--- config.mk ---
export PLATFORM = sky130hd
export DESIGN_NAME = decode_stage
export DESIGN_NICKNAME = d
export VERILOG_FILES = /design/src/verilog/cpu_pkg.sv /design/src/verilog/instr_decoder.sv /design/src/verilog/reg_file_bypass.sv /design/src/verilog/special_regs.sv /design/src/verilog/decode_stage.sv
export VERILOG_INCLUDE_DIRS = /design/src /design/src/verilog
export SDC_FILE = /design/constraint.sdc
export NUM_CORES = 2
export LEC_CHECK = 0
export BUFFER_PORTS_ARGS = -buffer_cell sky130_fd_sc_hd__buf_2
export CORE_MARGIN = 8
export CORE_UTILIZATION = 60
export DETAILED_ROUTE_END_ITERATION = 8
export GPL_TIMING_DRIVEN = 0
export PLACE_DENSITY = 0.78
export SYNTH_ARGS = -nofsm -noshare
export SYNTH_HDL_FRONTEND = slang
export SYNTH_SLANG_ARGS = --single-unit
export TNS_END_PERCENT = 10
--- constraint.sdc ---
create_clock -name clk -period 4.05 [get_ports clk]
set_clock_uncertainty 0.2 [all_clocks]
set_input_delay 0 -clock clk [delete_from_list [all_inputs] [get_ports clk]]
set_output_delay 0 -clock clk [all_outputs]
set_load 0.01 [all_outputs]
--- src/verilog/cpu_macros.svh ---
// cpu macros
// field positions, widths and fixed register numbers shared by the
// decode stage and its testbench
`ifndef CPU_MACROS_SVH
`define CPU_MACROS_SVH

// instruction fields
`define OPCODE_MSB 31
`define OPCODE_LSB 27
`define RD_MSB 26
`define RD_LSB 22
`define RS1_MSB 21
`define RS1_LSB 17
`define RS2_MSB 16
`define RS2_LSB 12

// datapath widths
`define DATA_W 32
`define REG_NUM_W 5
`define FLAG_W 2

// registers that general writes may not touch
`define REG_ZERO 5'd0
`define REG_LR 5'd30
`define REG_FL 5'd31

// instruction memory starts here, upper half of a jump target
`define IMEM_PREFIX 16'h1000

// illegal opcode marker, all ones
`define ERR_FILL 32'hFFFF_FFFF

`endif

--- src/verilog/cpu_pkg.sv ---
// cpu package
// opcode encoding and the bundles passed between pipeline stages
`include "cpu_macros.svh"

package cpu_pkg;

	// codes 23 to 30 are unassigned
	typedef enum logic [4:0] {
		OP_ADD  = 5'd0,  OP_ADDI = 5'd1,  OP_SUB  = 5'd2,  OP_SUBI = 5'd3,
		OP_AND  = 5'd4,  OP_OR   = 5'd5,  OP_XOR  = 5'd6,  OP_NEG  = 5'd7,
		OP_SLL  = 5'd8,  OP_SLR  = 5'd9,  OP_SAR  = 5'd10,
		OP_LD   = 5'd11, OP_LDI  = 5'd12, OP_ST   = 5'd13, OP_STI  = 5'd14,
		OP_NOP  = 5'd15,
		OP_BEQ  = 5'd16, OP_BNE  = 5'd17, OP_BON  = 5'd18, OP_BNN  = 5'd19,
		OP_J    = 5'd20, OP_JR   = 5'd21, OP_JAL  = 5'd22,
		OP_RIN  = 5'd31
	} opcode_e;

	// controls for execute, memory and writeback
	typedef struct packed {
		logic [1:0] alu_src;            // 0 imm, 1 reg 2
		logic [4:0] alu_op;
		logic branch;
		logic jump;
		logic mem_en;
		logic mem_wrt;
		logic [1:0] result_sel;         // 0 alu, 1 mem, 2 pc
		logic reg_wrt_en;
		logic [`REG_NUM_W-1:0] reg_wrt_sel;
		logic lr_read;
		logic lr_write;
		logic fl_read;
		logic fl_write;
	} ctrl_t;

	typedef struct packed {
		logic en;
		logic [`REG_NUM_W-1:0] sel;
		logic [`DATA_W-1:0] data;
	} reg_wr_t;

	typedef struct packed {
		logic lr_write;
		logic [`DATA_W-1:0] lr_data;
		logic fl_write;
		logic [`FLAG_W-1:0] fl_data;
	} spec_wr_t;

	typedef struct packed {
		logic [`DATA_W-1:0] lr;
		logic [`FLAG_W-1:0] fl;
	} spec_val_t;

endpackage

--- src/verilog/instr_decoder.sv ---
// instruction decoder
// turns the opcode into the control bundle and builds the immediate
// in the format of each instruction class, flush gives a bubble
`timescale 1ns/1ns
`include "cpu_macros.svh"

module instr_decoder (
	input  logic [`DATA_W-1:0] instr,
	input  logic               flush,
	output cpu_pkg::ctrl_t     ctrl,
	output logic [`DATA_W-1:0] imm
);

	localparam cpu_pkg::ctrl_t NOP_CTRL = '{
		alu_src: 2'd1,
		alu_op:  cpu_pkg::OP_NOP,
		default: '0
	};

	cpu_pkg::opcode_e opcode;
	logic [`REG_NUM_W-1:0] rd;
	logic rs1_lr, rs1_fl, rs2_lr, rs2_fl;
	logic [`DATA_W-1:0] imm_sext, imm_zext, imm_jump;
	cpu_pkg::ctrl_t dec;
	logic [`DATA_W-1:0] dec_imm;

	assign opcode = cpu_pkg::opcode_e'(instr[`OPCODE_MSB:`OPCODE_LSB]);
	assign rd = instr[`RD_MSB:`RD_LSB];

	// source fields that name the special registers
	assign rs1_lr = (instr[`RS1_MSB:`RS1_LSB] == `REG_LR);
	assign rs1_fl = (instr[`RS1_MSB:`RS1_LSB] == `REG_FL);
	assign rs2_lr = (instr[`RS2_MSB:`RS2_LSB] == `REG_LR);
	assign rs2_fl = (instr[`RS2_MSB:`RS2_LSB] == `REG_FL);

	// immediate formats
	assign imm_sext = {{20{instr[11]}}, instr[11:0]};
	assign imm_zext = {16'h0000, instr[15:0]};
	assign imm_jump = {`IMEM_PREFIX, instr[13:0], 2'b00};    // word aligned

	always_comb begin
		dec = NOP_CTRL;
		dec.alu_op = opcode;
		dec_imm = '0;
		case (opcode)
			cpu_pkg::OP_ADD, cpu_pkg::OP_SUB, cpu_pkg::OP_AND, cpu_pkg::OP_OR,
			cpu_pkg::OP_XOR, cpu_pkg::OP_SLL, cpu_pkg::OP_SLR, cpu_pkg::OP_SAR: begin
				dec.reg_wrt_en = 1'b1;
				dec.reg_wrt_sel = rd;
				dec.lr_read = rs1_lr | rs2_lr;
				dec.fl_read = rs1_fl | rs2_fl;
				dec.fl_write = 1'b1;
			end
			cpu_pkg::OP_ADDI, cpu_pkg::OP_SUBI: begin
				dec.alu_src = 2'd0;
				dec_imm = imm_sext;
				dec.reg_wrt_en = 1'b1;
				dec.reg_wrt_sel = rd;
				dec.lr_read = rs1_lr;
				dec.fl_read = rs1_fl;
				dec.fl_write = 1'b1;
			end
			cpu_pkg::OP_NEG, cpu_pkg::OP_LD: begin
				dec.reg_wrt_en = 1'b1;
				dec.reg_wrt_sel = rd;
				dec.lr_read = rs1_lr;
				dec.fl_read = rs1_fl;
				dec.fl_write = 1'b1;
				// LD takes its result from memory
				dec.mem_en = (opcode == cpu_pkg::OP_LD);
				dec.result_sel = (opcode == cpu_pkg::OP_LD) ? 2'd1 : 2'd0;
			end
			cpu_pkg::OP_LDI: begin
				dec.alu_src = 2'd0;
				dec_imm = imm_zext;
				dec.mem_en = 1'b1;
				dec.result_sel = 2'd1;
				dec.reg_wrt_en = 1'b1;
				dec.reg_wrt_sel = rd;
				dec.fl_write = 1'b1;
			end
			cpu_pkg::OP_ST: begin
				dec.mem_en = 1'b1;
				dec.mem_wrt = 1'b1;
				dec.lr_read = rs1_lr;
				dec.fl_read = rs1_fl;
			end
			cpu_pkg::OP_STI: begin
				dec.alu_src = 2'd0;
				dec_imm = imm_zext;
				dec.mem_en = 1'b1;
				dec.mem_wrt = 1'b1;
			end
			cpu_pkg::OP_NOP, cpu_pkg::OP_RIN: begin
				// defaults only
			end
			cpu_pkg::OP_BEQ, cpu_pkg::OP_BNE, cpu_pkg::OP_BON, cpu_pkg::OP_BNN: begin
				dec.branch = 1'b1;
				dec.result_sel = 2'd2;
				dec.lr_read = rs1_lr;
				dec.fl_read = 1'b1;     // conditions live in FL
			end
			cpu_pkg::OP_J, cpu_pkg::OP_JAL: begin
				dec.alu_src = 2'd0;
				dec.jump = 1'b1;
				dec_imm = imm_jump;
				dec.result_sel = 2'd2;
				dec.lr_write = (opcode == cpu_pkg::OP_JAL);
			end
			cpu_pkg::OP_JR: begin
				dec.jump = 1'b1;
				dec.result_sel = 2'd2;
				dec.lr_read = rs1_lr;
				dec.fl_read = rs1_fl;
			end
			default: begin
				// illegal opcode, flag it with all ones
				dec = '1;
				dec_imm = `ERR_FILL;
			end
		endcase
	end

	assign ctrl = flush ? NOP_CTRL : dec;
	assign imm = flush ? '0 : dec_imm;

endmodule

--- src/verilog/reg_file_bypass.sv ---
// general register file
// 32 x 32 bits, two combinational read ports and one write port;
// a read of the register being written sees the new data at once.
// registers 0, 30 and 31 are never written and read as zero
`timescale 1ns/1ns
`include "cpu_macros.svh"

module reg_file_bypass (
	input  logic                  clk,
	input  logic                  rst_n,
	input  logic [`REG_NUM_W-1:0] rs1_sel,
	input  logic [`REG_NUM_W-1:0] rs2_sel,
	input  cpu_pkg::reg_wr_t      wb,
	output logic [`DATA_W-1:0]    reg_1_data,
	output logic [`DATA_W-1:0]    reg_2_data
);

	logic [`DATA_W-1:0] regs [2**`REG_NUM_W];
	logic wr_ok;

	// protected registers drop the write
	assign wr_ok = wb.en &&
		(wb.sel != `REG_ZERO) && (wb.sel != `REG_LR) && (wb.sel != `REG_FL);

	always_ff @(posedge clk or negedge rst_n) begin
		if (!rst_n) begin
			for (int i = 0; i < 2**`REG_NUM_W; i++) begin
				regs[i] <= '0;
			end
		end else if (wr_ok) begin
			regs[wb.sel] <= wb.data;
		end
	end

	// protected entries stay at their reset value, so they read zero
	assign reg_1_data = (wr_ok && (wb.sel == rs1_sel)) ? wb.data : regs[rs1_sel];
	assign reg_2_data = (wr_ok && (wb.sel == rs2_sel)) ? wb.data : regs[rs2_sel];

endmodule

--- src/verilog/special_regs.sv ---
// special registers
// link register and flags, loaded from later stages or restored
// in one step when an interrupt returns
`timescale 1ns/1ns
`include "cpu_macros.svh"

module special_regs (
	input  logic                clk,
	input  logic                rst_n,
	input  cpu_pkg::spec_wr_t   spec_wr,
	input  logic                restore,
	input  cpu_pkg::spec_val_t  saved,
	output cpu_pkg::spec_val_t  spec
);

	cpu_pkg::spec_val_t spec_next;

	// restore beats the write strobes, which beat hold
	always_comb begin
		spec_next = spec;
		if (restore) begin
			spec_next = saved;
		end else begin
			if (spec_wr.lr_write) begin
				spec_next.lr = spec_wr.lr_data;
			end
			if (spec_wr.fl_write) begin
				spec_next.fl = spec_wr.fl_data;
			end
		end
	end

	always_ff @(posedge clk or negedge rst_n) begin
		if (!rst_n) begin
			spec <= '0;
		end else begin
			spec <= spec_next;
		end
	end

endmodule

--- src/verilog/decode_stage.sv ---
// decode stage
// splits the instruction, builds the control bundle and immediate,
// reads both source operands and keeps LR and FL
`timescale 1ns/1ns
`include "cpu_macros.svh"

module decode_stage (
	input  logic               clk,
	input  logic               rst_n,
	input  logic [`DATA_W-1:0] instr,
	input  logic               flush,
	input  cpu_pkg::reg_wr_t   wb,
	input  cpu_pkg::spec_wr_t  spec_wr,
	input  logic               restore,
	input  cpu_pkg::spec_val_t saved,
	output cpu_pkg::ctrl_t     ctrl,
	output logic [`DATA_W-1:0] imm,
	output logic [`DATA_W-1:0] reg_1_data,
	output logic [`DATA_W-1:0] reg_2_data,
	output cpu_pkg::spec_val_t spec
);

	logic [`REG_NUM_W-1:0] rs1_sel;
	logic [`REG_NUM_W-1:0] rs2_sel;

	assign rs1_sel = instr[`RS1_MSB:`RS1_LSB];
	assign rs2_sel = instr[`RS2_MSB:`RS2_LSB];

	instr_decoder i_decoder (
		.instr (instr),
		.flush (flush),
		.ctrl  (ctrl),
		.imm   (imm)
	);

	// operands read straight from the source fields
	reg_file_bypass i_reg_file (
		.clk        (clk),
		.rst_n      (rst_n),
		.rs1_sel    (rs1_sel),
		.rs2_sel    (rs2_sel),
		.wb         (wb),
		.reg_1_data (reg_1_data),
		.reg_2_data (reg_2_data)
	);

	special_regs i_special_regs (
		.clk     (clk),
		.rst_n   (rst_n),
		.spec_wr (spec_wr),
		.restore (restore),
		.saved   (saved),
		.spec    (spec)
	);

endmodule

# Word level (Yosys, flattened, before mapping)
# Index checks and enable logic that the tools add are counted.
# op_classes
eq_ne	31
order_cmp	4
bitwise	5
muxes	30
reduce_logical	30
# ops
op	n
bitwise mux 1024 bit	1
binary-select mux 32 bit (select 5 bit)	2
two-way mux 32 bit	9
demux 32 bit (select 5 bit)	1
one-hot mux 32 bit (4 select lines)	1
== test 5 bit, second input constant	12
OR reduction 22 bit	2
== test 5 x 4 -> 1 bit, second input constant	8
two-way mux 34 bit	1
OR reduction 24 bit	1
two-way mux 23 bit	1
OR reduction 21 bit	1
== test 5 x 3 -> 1 bit, second input constant	4
OR reduction 20 bit	1
OR reduction 19 bit	1
>= comparator 6 bit, second input constant	3
NOT 5 -> 6 bit	3
OR reduction 18 bit	1
OR reduction 6 bit	3
OR reduction 14 bit	1
OR reduction 13 bit	1
one-hot mux 6 bit (2 select lines)	1
OR reduction 11 bit	1
== test 5 x 2 -> 1 bit, second input constant	2
other kinds (20)	38
# totals
register_bits	1058
word_cells	134

# Longest topological paths before layout
# logic_depth
depth_word	6
mapped_depth	9

# Cells and area by module
# From an unflattened synthesis, not the netlist that was laid out.
# unflattened
hier_cells	3701
hier_area_um2	55838.6
# by_module_without_submodules
module	cells_each	area_per_inst_um2	seq_area_each_um2	n_inst
reg_file_bypass	3414	53339.9	25624.6	1
special_regs	147	1606.5	850.8	1
instr_decoder	140	892.1	0.0	1

# Least setup slack after synthesis
# OpenSTA, ideal clock, no wires.
# synth_path
path_kind	in2out
start	input port instr[30]
end	output port imm[17]
arrival_time_ns	1.628
cell_stages	6
required_time_ns	3.850
n_path_buf	2
slack_ns	2.222
cell_sequence	clkbuf_1 -> clkinv_1 -> nor2_1 -> a32oi_1 -> nor2_1 -> buf_4
# synth_between
elab_chain_cells	4
word_cells_on_any_way	30
cone_classes	23 x eq/ne; 2 x mux; 5 x reduce/logical
# synth_lines
item	line	text
from (decl)	decode_stage.sv:10	input logic [`DATA_W-1:0] instr,
== test 5 x 2 -> 1 bit, or another cell as far along	instr_decoder.sv:45	case (opcode)
OR reduction 18 bit (no source line) / OR reduction 2 bit (equally long branches)	--	
one-hot mux 32 bit (4 select lines) *	instr_decoder.sv:45	
two-way mux 32 bit *	instr_decoder.sv:125	assign imm = flush ? '0 : dec_imm;
to (decl)	decode_stage.sv:17	output logic [`DATA_W-1:0] imm,
# Every way passes the cells marked *; elsewhere a longest branch is shown, timed or not.

# Final worst setup path
# layout_path
start	input port wb[34] (netlist name)
end	output port reg_2_data[30]
# layout_between
elab_chain_cells	6
word_cells_on_any_way	9
cone_classes	3 x eq/ne; 1 x mux; 5 x reduce/logical
# layout_lines
item	line	text
from (decl)	decode_stage.sv:12	input cpu_pkg::reg_wr_t wb,
nonzero test 5 bit (no source line)	--	
logical AND 1 bit (3 in series)	reg_file_bypass.sv:22	assign wr_ok = wb.en &&
logical AND 1 bit *	reg_file_bypass.sv:37	assign reg_2_data = (wr_ok && (wb.sel == rs2_sel)) ? wb.data : regs[rs2_sel];
two-way mux 32 bit *	reg_file_bypass.sv:37	
to (decl)	decode_stage.sv:19	output logic [`DATA_W-1:0] reg_2_data,
# Marked as above.

==> run metrics <==
failing checks=capacitance limit, slew limit, setup timing; Inserted Clock Buffers=113; synth warn=0; GRT Total Usage=0.4027; wire length per cell=34.34 um; initial antenna violation count=22; Peak Freq=245.5 MHz; Post-synth EDFFs=0; Worst path slowest cell=nor4_4; CP Max Fanout=10; Yosys top cell area share=0.4541; clk sink count=1,058; final setup TNS=-0.04738 ns; final worst path period need=4.074 ns; final WL=222,700 um; Pint=21,920 uW; asr flop ratio synth=1.000; initial core utilization=0.6038; PortBufs=283; Slew Limit Fails=11; CP endpoint kind=output port; CTS Root Buffer Type=clkbuf_16; final RePlAce weighted congestion=1.008; CP cell instances=dlygate4sd3_1 -> buf_2 -> buf_2 -> xnor2_1 -> nand3_1 -> nor4_4 -> clkbuf_1 -> nand2_1 -> o31ai_1 -> buf_2; Cell variety after synth=55; Mapped Avg Cell Area=13.08 um^2; estimated wirelength of the detail-placed design=149,200 um; required time of the critical path=3.85 ns; first-pass GRT wire length=316,700 um; RSZ-0062 raised after global routing=false; Net Sw Frac=0.2951; antenna-violating nets left=0; worst hold path type=in2reg; H-tree depth=3; Pre-antenna DRT Iters=8; Post-CTS Setup Inserts=0; PD cells=459.6 mW/mm^2; Clock Tree Buf Depth=3; Fin Hold WS=0.02256 ns; # DRC=0; row cnt=114; Final Total Pwr=31,090 uW; WS Path Type=in2out; ratio of cells with drive above 1 in the final layout=0.3862; Top FF cell, synth=dfrtp_1; Tcrit/Tclk final=1.006; Die Ht=327.7 um; Die X=327.7 um; Layout Nets=5,255; mapped cell area=0.05830 mm^2; core area=0.09657 mm^2; Commonest cells post-synth=mux2_2, dfrtp_1, mux2i_1, clkbuf_1, mux4_2; Clock power frac=0.334; DR vias=46,320; Peak VDD IR=0.3374 mV; sw power=9173 uW; gr ovfl total=0; Crit path top cell by count=buf_2; worst-skew pair later-pin latency=0.70 ns; worst rel slew slack=-0.008377; Mapped Nets=4,603; CTS tree=done; Sequential Power Share=0.443; die area=0.1074 mm^2; IO Pins=297; Yosys top cell by area=dfrtp_1; CTS clock-pin slew for the worst setup and hold paths=0.06 ns; Seq cells post-synth=1,058; status=finished with violations; sequential share of the synthesized area=0.4541; Final setup viols=3; vias in the first global route=47,000; Critical Path AT=3.87 ns; crit path launch type=primary input; largest net degree at the start of global routing=173; violation count after the first detailed-routing iteration=6,275; max_cap viols=1; slew of the pin with the lowest slew margin=1.513 ns; Area Growth Syn to Fin=16.01%; Gate power share=0.224; Via-to-Cell Ratio=7.141; Final WS setup=-0.02351 ns; Post-Syn Instances=4,459; static leakage=0.03100 uW; top-count cell post-synth=mux2_2; crit-path max cell delay=1.06 ns; Final Hold Fails=0; synth top area cells=dfrtp_1, mux2_2, mux2i_1
-- registers in the layout, summed over array words and instances, names as in the netlist --
signal	cells
i_special_regs.spec	34
i_reg_file.regs	1024
-- layer usage --
layer	track usage	vias up	wire, um
li1	-	18090	-
met1	0.4922	23580	78950
met2	0.6008	3534	97760
met3	0.1460	1104	28770
met4	0.2656	10	17190
met5	0.0004527	-	69
-- critical path: cells and delay by family --
kind            cells  cell delay (ns)
simple gates        3             1.30
buf+inv             5             2.20
xor+xnor            1             0.14
compound gates      1             0.21
-- per-stage QoR --
step	std cells	util	instance area, um^2	setup slack, ns
CTS	6470	0.7000	67600	0.1769
finish	6486	0.7004	67640	-0.02351
global route	6479	0.7002	67620	0.009647
floorplan	4459	-	58300	2.222
global placement	6018	0.6350	61320	-20.23
detailed placement	6024	0.6369	61500	0.3954
-- repair_timing --
action                                  in CTS  in global routing
resized for setup                            0                  1
endpoints found under the setup margin       0                  4
hold endpoints to repair                  1452                  0
hold buffers                               248                  0
-- path summary, 6_finish.rpt --
| kind | to | depth (start not counted) | startpoint | slack (ns) |
|---|---|---|---|---|
| max in group asynchronous | i_reg_file.regs[561] | 6 | rst_n | 0.67 |
| max | reg_2_data[30] | 10 | wb[34] | -0.02 |
| max reg2reg | i_special_regs.spec[25] | 3 | i_special_regs.spec[25] | 2.00 |
| min | i_reg_file.regs[192] | 3 | wb[0] | 0.02 |
| min in group asynchronous | i_special_regs.spec[0] | 3 | rst_n | 0.27 |
| min reg2reg | i_reg_file.regs[1001] | 1 | i_reg_file.regs[1001] | 0.28 |
-- power groups by stage --
stage / Combinational (uW) / Sequential, uW / Clock [uW]
floorplan: 4660 / 13400 / 0
global placement: 6310 / 13700 / 0
detailed placement: 6490 / 13800 / 0
CTS: 6750 / 13700 / 10300
global route: 7280 / 13900 / 10700
finish: 6950 / 13800 / 10400
-- cell usage in the layout, fill, tap and decap left out, types with 16 or more instances in the layout --
cell type      synthesis  routed
mux2_1                51      51
dfrtp_1             1058    1058
buf_1                 28      29
diode_2                0      16
a22o_1               129     129
clkbuf_8               0      18
nor2b_1               37      37
nor2_1                52      52
dlygate4sd3_1          0     248
a221oi_2              34      34
o21ai_0               38      38
clkbuf_16              0     117
buf_2                133     415
mux4_2               192     192
a211oi_1              33      33
o31ai_1               64      64
o22ai_1              129     129
nand2_1              130     130
buf_4                 80      80
a221oi_1             127     127
a21oi_1               23      23
nor3_1                38      37
mux2i_1              546     546
clkinv_2               0      24
clkbuf_1             312     336
nand2b_1              42      42
mux2_2              1069    1069
-- cells by family (layout without fill, tap and decap cells) --
group | Yosys count | in the layout | synth area share
other | 0 | 16 | 0
AO/OA/AOI/OAI | 612 | 612 | 0.08380
multiplexers | 1858 | 1858 | 0.3842
flip-flops | 1058 | 1058 | 0.4541
XOR/XNOR | 13 | 13 | 0.001953
adder cells (fa/ha/maj) | 1 | 1 | 0.0001717
AND/OR/NAND/NOR | 338 | 338 | 0.02839
buffers and inverters | 579 | 1314 | 0.04736
-- cell type report --
type,instances,area [um^2]
Antenna cell,16,40.04
Multi-Input combinational cell,2822,29070
Clock inverter,38,342.8
Timing Repair Buffer,537,4079
Sequential cell,1058,26480
Tap cell,1276,1597
Buffer,573,2739
Fill cell,6745,28930
Inverter,6,22.52
Clock buffer,160,3269
No activity file was read; power rests on OpenSTA's default activity.
